File: src/logic/stream_defines.svh
`ifndef STREAM_DEFINES_SVH
`define STREAM_DEFINES_SVH

// --------------------------------------------------
// Sample word and buffer geometry
// --------------------------------------------------

// Width of one captured sample word
`define STREAM_WIDTH 16

// Address bits of the sample buffer, 16 words
`define STREAM_WBITS 4

// --------------------------------------------------
// Readout window
// --------------------------------------------------

// First and last address replayed on each pass
`define STREAM_START 2
`define STREAM_LAST 13

// Address increment per accepted read
`define STREAM_STEP 1

// Depth of the consumer buffer, also the reader's initial credits
`define STREAM_CREDITS 4

`endif

File: src/logic/stream_pkg.sv
package stream_pkg;

   // --------------------------------------------------
   // Reader FSM
   // --------------------------------------------------

   // Idle until enabled, then stream against credits
   typedef enum logic {
      IDLE   = 1'b0,
      STREAM = 1'b1
   } reader_state_e;

   // --------------------------------------------------
   // Bus operations
   // --------------------------------------------------

   // Encoding matches the we line of the bus
   typedef enum logic {
      BUS_READ  = 1'b0,
      BUS_WRITE = 1'b1
   } bus_op_e;

endpackage

File: src/logic/wb_bus_if.sv
`timescale 1ns/1ps
`include "stream_defines.svh"

interface wb_bus_if;

   // Request side, driven by the master
   logic                     cyc;
   logic                     stb;
   logic                     we;
   logic                     bst;
   logic [`STREAM_WBITS-1:0] adr;
   logic [`STREAM_WIDTH-1:0] dat_w;

   // Response side, driven by the slave
   logic                     ack;
   logic                     wat;
   logic [`STREAM_WIDTH-1:0] dat_r;

   // Window wrap flag, valid together with ack
   logic                     wrp;

   // --------------------------------------------------
   // Modports
   // --------------------------------------------------

   modport master (
      output cyc,
      output stb,
      output we,
      output bst,
      output adr,
      output dat_w,
      input  ack,
      input  wat,
      input  dat_r,
      input  wrp
   );

   modport slave (
      input  cyc,
      input  stb,
      input  we,
      input  bst,
      input  adr,
      input  dat_w,
      output ack,
      output wat,
      output dat_r,
      output wrp
   );

endinterface

File: src/logic/block_sram.sv
`timescale 1ns/1ps
`include "stream_defines.svh"

module block_sram (
   input  logic                     clk_i,
   input  logic                     rst_i,
   input  logic                     wr_en_i,
   input  logic [`STREAM_WBITS-1:0] wr_adr_i,
   input  logic [`STREAM_WIDTH-1:0] wr_dat_i,
   wb_bus_if.slave                  bus_s
);

   localparam int DEPTH = 1 << `STREAM_WBITS;

   // Sample storage
   logic [`STREAM_WIDTH-1:0] mem [DEPTH];

   // Bus access taken this cycle
   logic                     bus_take;
   logic                     ack_q;
   logic [`STREAM_WIDTH-1:0] rd_q;

   // --------------------------------------------------
   // Port arbitration
   // --------------------------------------------------

   // Capture owns the single port, bus waits
   assign bus_s.wat = wr_en_i;

   // Pipelined acceptance, no wait means taken
   assign bus_take = bus_s.cyc && bus_s.stb && !wr_en_i;

   // --------------------------------------------------
   // Memory array
   // --------------------------------------------------

   always_ff @(posedge clk_i) begin
      if (wr_en_i) begin
         mem[wr_adr_i] <= wr_dat_i;
      end else if (bus_take && bus_s.we) begin
         mem[bus_s.adr] <= bus_s.dat_w;
      end
      // Read word lands one cycle after acceptance
      if (bus_take && !bus_s.we) begin
         rd_q <= mem[bus_s.adr];
      end
   end

   // One acknowledge per accepted access
   always_ff @(posedge clk_i) begin
      if (rst_i) begin
         ack_q <= 1'b0;
      end else begin
         ack_q <= bus_take;
      end
   end

   assign bus_s.ack   = ack_q;
   assign bus_s.dat_r = rd_q;

   // Plain memory has no window, so never wraps
   assign bus_s.wrp   = 1'b0;

endmodule

File: src/logic/wb_stream.sv
`timescale 1ns/1ps
`include "stream_defines.svh"

module wb_stream
   import stream_pkg::*;
#(
   parameter int unsigned START = 0,
   parameter int unsigned LAST  = (1 << `STREAM_WBITS) - 1,
   parameter int unsigned STEP  = 1
) (
   input  logic    clk_i,
   input  logic    rst_i,
   wb_bus_if.slave  s_bus,
   wb_bus_if.master m_bus
);

   localparam int AW = `STREAM_WBITS;

   // Window bounds at address width
   localparam logic [AW-1:0] START_ADR = AW'(START);
   localparam logic [AW-1:0] LAST_ADR  = AW'(LAST);
   localparam logic [AW-1:0] STEP_ADR  = AW'(STEP);

   bus_op_e       op;
   logic          inc;
   logic          at_last;
   logic [AW-1:0] adr_q;
   logic [AW-1:0] adr_d;
   logic          wrapped_q;

   // --------------------------------------------------
   // Pass-through of all lines except address
   // --------------------------------------------------
   assign m_bus.cyc   = s_bus.cyc;
   assign m_bus.stb   = s_bus.stb;
   assign m_bus.we    = s_bus.we;
   assign m_bus.bst   = s_bus.bst;
   assign m_bus.dat_w = s_bus.dat_w;
   assign m_bus.adr   = adr_q;

   assign s_bus.ack   = m_bus.ack;
   assign s_bus.wat   = m_bus.wat;
   assign s_bus.dat_r = m_bus.dat_r;

   // Wrap strobe rides back with the ack of the last word
   assign s_bus.wrp   = wrapped_q;

   // --------------------------------------------------
   // Address generation
   // --------------------------------------------------
   assign op      = s_bus.we ? BUS_WRITE : BUS_READ;

   // Accepted stream read, write cycles leave the pointer alone
   assign inc     = m_bus.cyc && m_bus.stb && !m_bus.wat && (op == BUS_READ);
   assign at_last = (adr_q == LAST_ADR);
   assign adr_d   = at_last ? START_ADR : adr_q + STEP_ADR;

   always_ff @(posedge clk_i) begin
      if (rst_i) begin
         adr_q     <= START_ADR;
         wrapped_q <= 1'b0;
      end else begin
         if (inc) begin
            adr_q <= adr_d;
         end
         // One-cycle strobe for the access that hit LAST
         wrapped_q <= inc && at_last;
      end
   end

endmodule

File: src/logic/stream_reader.sv
`timescale 1ns/1ps
`include "stream_defines.svh"

module stream_reader
   import stream_pkg::*;
(
   input  logic                     clk_i,
   input  logic                     rst_i,
   input  logic                     enable_i,
   input  logic                     credit_i,
   wb_bus_if.master                 req_m,
   input  logic                     wrapped_i,
   output logic [`STREAM_WIDTH-1:0] data_o,
   output logic                     valid_o,
   output logic                     last_o
);

   localparam int CW = $clog2(`STREAM_CREDITS + 1);
   localparam logic [CW-1:0] MAX_CREDITS = CW'(`STREAM_CREDITS);

   reader_state_e state_q;
   reader_state_e state_d;
   bus_op_e       req_op;

   logic [CW-1:0] credit_q;
   logic          take;
   logic          have_credit;

   // --------------------------------------------------
   // FSM
   // --------------------------------------------------

   always_comb begin
      state_d = state_q;
      case (state_q)
         IDLE: begin
            if (enable_i) begin
               state_d = STREAM;
            end
         end
         STREAM: begin
            // Stop issuing, words in flight still arrive
            if (!enable_i) begin
               state_d = IDLE;
            end
         end
         default: state_d = IDLE;
      endcase
   end

   always_ff @(posedge clk_i) begin
      if (rst_i) begin
         state_q <= IDLE;
      end else begin
         state_q <= state_d;
      end
   end

   // --------------------------------------------------
   // Credit counter
   // --------------------------------------------------

   assign have_credit = (credit_q != '0);

   // Request accepted by the slave this cycle
   assign take = req_m.cyc && req_m.stb && !req_m.wat;

   always_ff @(posedge clk_i) begin
      if (rst_i) begin
         credit_q <= MAX_CREDITS;
      end else begin
         case ({take, credit_i})
            2'b10: credit_q <= credit_q - 1'b1;
            // Saturate at consumer depth
            2'b01: if (credit_q != MAX_CREDITS) credit_q <= credit_q + 1'b1;
            default: credit_q <= credit_q;
         endcase
      end
   end

   // --------------------------------------------------
   // Bus request
   // --------------------------------------------------

   // Read-only stream
   assign req_op      = BUS_READ;
   assign req_m.we    = (req_op == BUS_WRITE);
   assign req_m.bst   = 1'b0;
   assign req_m.dat_w = '0;

   // Address comes from the generator downstream
   assign req_m.adr   = '0;

   assign req_m.cyc   = (state_q == STREAM);
   assign req_m.stb   = (state_q == STREAM) && have_credit;

   // Each ack is one word for the consumer
   assign valid_o = req_m.ack;
   assign data_o  = req_m.dat_r;
   assign last_o  = req_m.ack && wrapped_i;

endmodule

File: src/logic/stream_readout_top.sv
`timescale 1ns/1ps
`include "stream_defines.svh"

module stream_readout_top
   import stream_pkg::*;
(
   input  logic                     clk_i,
   input  logic                     rst_i,
   input  logic                     enable_i,
   input  logic                     credit_i,
   input  logic                     wr_en_i,
   input  logic [`STREAM_WBITS-1:0] wr_adr_i,
   input  logic [`STREAM_WIDTH-1:0] wr_dat_i,
   output logic [`STREAM_WIDTH-1:0] data_o,
   output logic                     valid_o,
   output logic                     last_o
);

   // --------------------------------------------------
   // Buses
   // --------------------------------------------------

   // Reader to address generator
   wb_bus_if req_bus ();

   // Address generator to memory
   wb_bus_if mem_bus ();

   // --------------------------------------------------
   // Instances
   // --------------------------------------------------

   stream_reader u_reader (
      .clk_i     (clk_i),
      .rst_i     (rst_i),
      .enable_i  (enable_i),
      .credit_i  (credit_i),
      .req_m     (req_bus.master),
      .wrapped_i (req_bus.wrp),
      .data_o    (data_o),
      .valid_o   (valid_o),
      .last_o    (last_o)
   );

   wb_stream #(
      .START (`STREAM_START),
      .LAST  (`STREAM_LAST),
      .STEP  (`STREAM_STEP)
   ) u_stream (
      .clk_i (clk_i),
      .rst_i (rst_i),
      .s_bus (req_bus.slave),
      .m_bus (mem_bus.master)
   );

   // Capture port owns the memory whenever it writes
   block_sram u_sram (
      .clk_i    (clk_i),
      .rst_i    (rst_i),
      .wr_en_i  (wr_en_i),
      .wr_adr_i (wr_adr_i),
      .wr_dat_i (wr_dat_i),
      .bus_s    (mem_bus.slave)
   );

endmodule

File: config.mk
export PLATFORM = sky130hd
export DESIGN_NAME = stream_readout_top
export DESIGN_NICKNAME = d
export VERILOG_FILES = /design/src/logic/stream_pkg.sv /design/src/logic/wb_bus_if.sv /design/src/logic/block_sram.sv /design/src/logic/wb_stream.sv /design/src/logic/stream_reader.sv /design/src/logic/stream_readout_top.sv
export VERILOG_INCLUDE_DIRS = /design/src /design/src/logic
export SDC_FILE = /design/constraint.sdc
export NUM_CORES = 1
export LEC_CHECK = 0
export ABC_AREA = 1
export BUFFER_PORTS_ARGS = -buffer_cell sky130_fd_sc_hd__buf_2
export CAP_MARGIN = 25
export CORE_MARGIN = 4
export CORE_UTILIZATION = 30
export CTS_CLUSTER_DIAMETER = 150
export CTS_CLUSTER_SIZE = 12
export DETAILED_ROUTE_END_ITERATION = 10
export PLACE_DENSITY = 0.53
export SLEW_MARGIN = 30
export SYNTH_ARGS = -nofsm -noshare
export SYNTH_HDL_FRONTEND = slang
export SYNTH_SLANG_ARGS = --single-unit
File: constraint.sdc
create_clock -name clk_i -period 2.64 [get_ports clk_i]
set_input_delay 0.132 -clock clk_i [delete_from_list [all_inputs] [get_ports clk_i]]
set_output_delay 0.132 -clock clk_i [all_outputs]
set_load 0.01 [all_outputs]
; After elaboration in Yosys (flattened, before gate mapping)
; Memory sizes are Yosys's and may differ from the RTL's. A register that Yosys moved wholly into a read port is not among the register bits.
; Cells that the tools add are included.
[classes]
n_addsub = 3
eq_ne = 5
muxes = 6
n_reduce_logical = 9
[ops]
columns = op, count
row1 = 3-bit case mux with 2 select lines, 1
row2 = 1-bit logical AND, 5
row3 = 4-bit by 1-bit adder with 4-bit output (second input constant), 1
row4 = 4-bit equality test (second input constant), 1
row5 = 4-bit two-way mux, 1
row6 = 3-bit by 1-bit adder with 3-bit output (second input constant), 1
row7 = 1-bit two-way mux, 3
row8 = 3-bit two-way mux, 1
row9 = 3-bit inequality test (second input constant), 1
row10 = 3-bit nonzero test, 1
row11 = 3-bit by 1-bit subtractor with 3-bit output (second input constant), 1
row12 = 2-bit by 1-bit equality test with 1-bit output (second input constant), 1
row13 = 2-bit equality test (second input constant), 1
row14 = 2-bit by 1-bit inequality test with 1-bit output (second input constant), 1
row15 = 2-bit AND reduction, 1
row16 = 2-bit nonzero test, 1
row17 = 1-bit zero test, 1
[totals]
ff_bits = 10
mem_bits_rw = 256
in_bits = 25
output_inout_bits = 18
memories = 1
[memory_table]
columns = name, words, word_bits, rd, rd_clocked_by_memory_dff, write_ports, line
row1 = u_sram.mem, 16, 16, 1, 1, 1, block_sram.sv:16  ; logic [`STREAM_WIDTH-1:0] mem [DEPTH];

; Logic depth before layout (Yosys ltp)
[depth]
ltp_word = 7
mapped_depth = 12
mapped_depth_nobuf = 11

; Modules after synthesis
; A second synthesis with hierarchy kept.
[hier_totals]
hier_cells = 1329
hier_area_um2 = 13100.1
[by_module_without_submodules]
columns = module, n_inst, cells_per_inst, area_each_um2, seq_area_each_um2
row1 = block_sram, 1, 1171, 11984.0, 8187.9
row2 = stream_reader, 1, 80, 560.5, 80.1
row3 = wb_stream, 1, 78, 555.5, 100.1

; Least setup slack after synthesis
; OpenSTA, ideal clock, no wires.
[synth_path]
kind = input port to flip-flop
startpoint = input port wr_en_i
endpoint = memory u_sram.mem[0][0] (netlist bit) (enable)
setup_time_ps = 409
arrival_time_ps = 1491
t_required_ps = 2231
setup_slack_ps = 740
stages = 2
path_cell_list = clkinv_1 nor3_1
[synth_via]
elab_chain_cells = 2
[synth_lines]
columns = item, line
row1 = start: declaration, stream_readout_top.sv:11  ; input logic wr_en_i,
row2 = 1-bit two-way mux, block_sram.sv:38  ; if (wr_en_i) begin
row3 = 1-bit two-way mux (implied by the code), block_sram.sv:39  ; mem[wr_adr_i] <= wr_dat_i;
row4 = end: declaration, block_sram.sv:16
; Every way passes these cells.

; Final worst setup path
[layout_path]
startpoint = register u_stream.adr_q[1] (netlist: u_stream.m_bus.adr[1])
endpoint = register u_stream.adr_q[3] (netlist: u_stream.m_bus.adr[3])
[layout_via]
elab_chain_cells = 2
word_cells_on_any_way = 3
cone_classes = add/sub (1) / eq/ne (1) / mux (1)
[layout_lines]
columns = item, line
row1 = start: declaration, wb_stream.sv:27  ; logic [AW-1:0] adr_q;
row2 = start signal: assignment, wb_stream.sv:64  ; adr_q <= adr_d;
row3 = 4-bit by 1-bit adder with 4-bit output or 4-bit equality test (tied branches), "wb_stream.sv:56, wb_stream.sv:55"
row4 = 4-bit two-way mux (*), wb_stream.sv:56  ; assign adr_d = at_last ? START_ADR : adr_q + STEP_ADR;
; Mark *: on every way between the ends. The rest lies on a longest branch, timed or not.
; A chain may end at the register's enable or synchronous reset.

==> impl_metrics.toml <==
[layout]
nets = 970
drive_above_1_share = 0.123
fillers = 3542
utilization = 0.349
area_growth_syn_to_layout_pct = 14.8

[power]
power.density_nw_per_um2 = 706
totalPowerFinal_mw = 9.06
cellLeakagePower_nw = 4.31
peakVddDrop_mv = 0.342

[critical_path]
slowest_delay_ps = 540
cp.arrival_ps = 2300
slowest_stage = "inv_1"
crit_family = "buffers and inverters"
cp_cell_sequence = "inv_1 > ha_1 > nand2_1 > o21ai_0 > nor3b_2"
worst_setup_path_end_kind = "register"
cp.required_ps = 3040
path_class = "reg2reg"
path_buf_inv = 1
path_max_fanout = 29
critPathLaunchType = "register"

[sta]
tns_ps = 0
worstMarginPinSlew_ps = 676
max_freq_mhz = 527
skew_ps = 6.65
fin_crit_ps = 1900
finalMaxSlewViolations = 0
hold_violations = 0
setup_viol = 0
finalCritPeriodShare = 0.719
rsz0062_at_grt = "no"
slew_headroom = 0.549

[yosys]
synth_cell_types = 24
synth_fa_ha_area_frac = 0.00403
synthSimpleGateAreaFrac = 0.112
synth_area_um2 = 11200
synth_cells = 885
synth-compound-area-share = 0.0982
ys_seq_elements = 282
synth_top_family_by_area = "simple AND/OR/NAND/NOR gates"
synth.avg_cell_area_um2 = 12.6
synth_mux_area_frac = 0
synthXorXnorAreaFrac = 0
syn-num-nets = 913
yosysWarningCount = 0
ys_seq_area_frac = 0.749

[place]
gp_congestion = 0.750
io_buffers = 42
hpwlAfterDp_mm = 15.9

[job]
drv_cap = 0

[worst_hold_path]
holdCritPathClass = "in2reg"

[global_routing]
grt_max_degree = 132
grt_use_total = 0.134
antenna_found_initial = 2
first_global_vias = 6674
grt_overflow = 0
grt_pass1_wl_mm = 42.1

[clock_tree]
clockRootBuffer = "clkbuf_16"
ctsResizeCount = 0
cts_buffers = 27
cts_buffer_depth = 3
cts_sinks = 282
clkTransAtPathRegs_ps = 60
clk_latency_ps = 530
cts_tree = "built"
ctsHtreeMaxLevel = 1

[drt]
drtAntennaViolNets = 0
drt-total-wl_mm = 27.8
drt_first_pass_iters = 6
wl_per_cell_um = 19.4
drtIter0Drc = 593
route.detailed.drc = 0
vias = 6880
viasPerCell = 4.81

[die]
start_util = 0.304
core_area_um2 = 36700
dieHeight_um = 201
io_pins = 43
die_w_um = 201
rows = 70
dieArea_um2 = 40400

[run_status]
status = "finished, final reports clean"
==> kinds of logic (layout without fill, tap and decap cells) <==
| kind of cell | after synthesis | count (layout) |
|---|---|---|
| and+or+nand+nor | 317 | 317 |
| other | 0 | 1 |
| DFF | 282 | 282 |
| buffers and inverters | 84 | 161 |
| adders and majority gates | 3 | 3 |
| AOI/OAI and AO/OA | 199 | 199 |
==> sequential cells by signal, summed over array words and instances (netlist names) <==
name                count
u_reader.credit_q       3
u_sram.bus_s.ack        1
u_sram.bus_s.dat_r     16
u_stream.s_bus.wrp      1
u_reader.req_m.cyc      1
u_sram.mem            256
u_stream.m_bus.adr      4
==> cell usage after synthesis <==
cell | number | area share
edfxtp_1 | 272 | 0.73
nor2_1 | 194 | 0.065
o21ai_0 | 128 | 0.057
nand2_1 | 87 | 0.029
o211ai_1 | 32 | 0.022
inv_1 | 31 | 0.010
nand3_1 | 23 | 0.010
buf_2 | 21 | 0.0094
o21ai_1 | 21 | 0.0094
o22ai_1 | 16 | 0.0090
clkbuf_1 | 13 | 0.0044
dfxtp_1 | 10 | 0.018
nor3_1 | 10 | 0.0045
buf_4 | 6 | 0.0040
buf_6 | 5 | 0.0050
clkinv_1 | 4 | 0.0013
clkbuf_2 | 3 | 0.0013
a21oi_1 | 2 | 0.00090
ha_1 | 2 | 0.0022
fa_1 | 1 | 0.0018
inv_2 | 1 | 0.00034
nand3b_1 | 1 | 0.00067
nor2_4 | 1 | 0.0010
nor3b_2 | 1 | 0.0011
==> placed cells by master, fill, tap and decap left out <==
cell	instances
edfxtp_1	272
nor2_1	186
o21ai_0	128
nand2_1	87
buf_2	42
o211ai_1	32
inv_1	31
clkbuf_16	27
buf_4	25
nand3_1	23
o21ai_1	21
clkbuf_1	21
o22ai_1	16
nor2_2	8
nor3_2	8
dfxtp_1	8
dlygate4sd3_1	7
clkinv_1	4
a21oi_1	2
nor3_1	2
ha_1	2
buf_12	2
dfxtp_4	2
diode_2	1
clkinv_2	1
nor2_4	1
nand3b_1	1
nor3b_2	1
fa_1	1
clkinv_4	1
==> per-stage QoR <==
step / std cells / worst slack [ps] / hold slack [ps] / area [um^2]
5_1_grt: 1431 / 503 / 12.0 / 12800
6_report: 1431 / 743 / 12.5 / 12800
4_1_cts: 1430 / 728 / 1.63 / 12800
3_3_place_gp: 1374 / 706 / 346 / 12000
2_1_floorplan: 885 / 740 / 203 / 11200
3_5_place_dp: 1374 / 735 / 348 / 12000
==> area by class of cell <==
type / instances / area [um^2] / share of cell area
Antenna cell: 1 / 2.50 / 0.000195
Clock buffer: 48 / 754 / 0.0588
Clock inverter: 1 / 8.76 / 0.000683
Inverter: 36 / 136 / 0.0106
Multi-Input combinational cell: 519 / 2450 / 0.191
Sequential cell: 282 / 8380 / 0.653
Tap cell: 468 / 586 / 0.0457
Timing Repair Buffer: 76 / 508 / 0.0396
==> final timing paths <==
check / from / slack, ps / cells past startpoint / end
worst max-delay path: u_stream.m_bus.adr[1] / 740 / 5 / u_stream.m_bus.adr[3]
worst min-delay path: wr_dat_i[11] / 10 / 1 / u_sram.mem[4][11]
worst max register to register: u_stream.m_bus.adr[1] / 740 / 5 / u_stream.m_bus.adr[3]
worst min register to register: u_reader.credit_q[2] / 490 / 2 / u_reader.credit_q[2]
==> timing repair <==
item                                   4_1_cts  5_1_grt
endpoints found under the hold margin       71        0
hold buffers                                 7        0
setup buffers                                0        0
==> per-layer routing <==
metal	vias to the layer above	track usage	routed length (um)	part of all wire
met3	35	0.0192	1280	0.046
met2	172	0.212	12800	0.46
met1	3395	0.195	13200	0.48
met5	-	0	0	0
met4	0	0.0342	505	0.018
li1	3278	-	-	-
==> report_power, final <==
group / internal (mW) / switching (mW) / total [mW] / leakage, nW
combinational: 0.155 / 0.371 / 0.526 / 1.40
clock: 1.92 / 1.56 / 3.48 / 0.362
sequential: 5.01 / 0.0407 / 5.06 / 2.54
No activity file was read; power rests on OpenSTA's default activity.
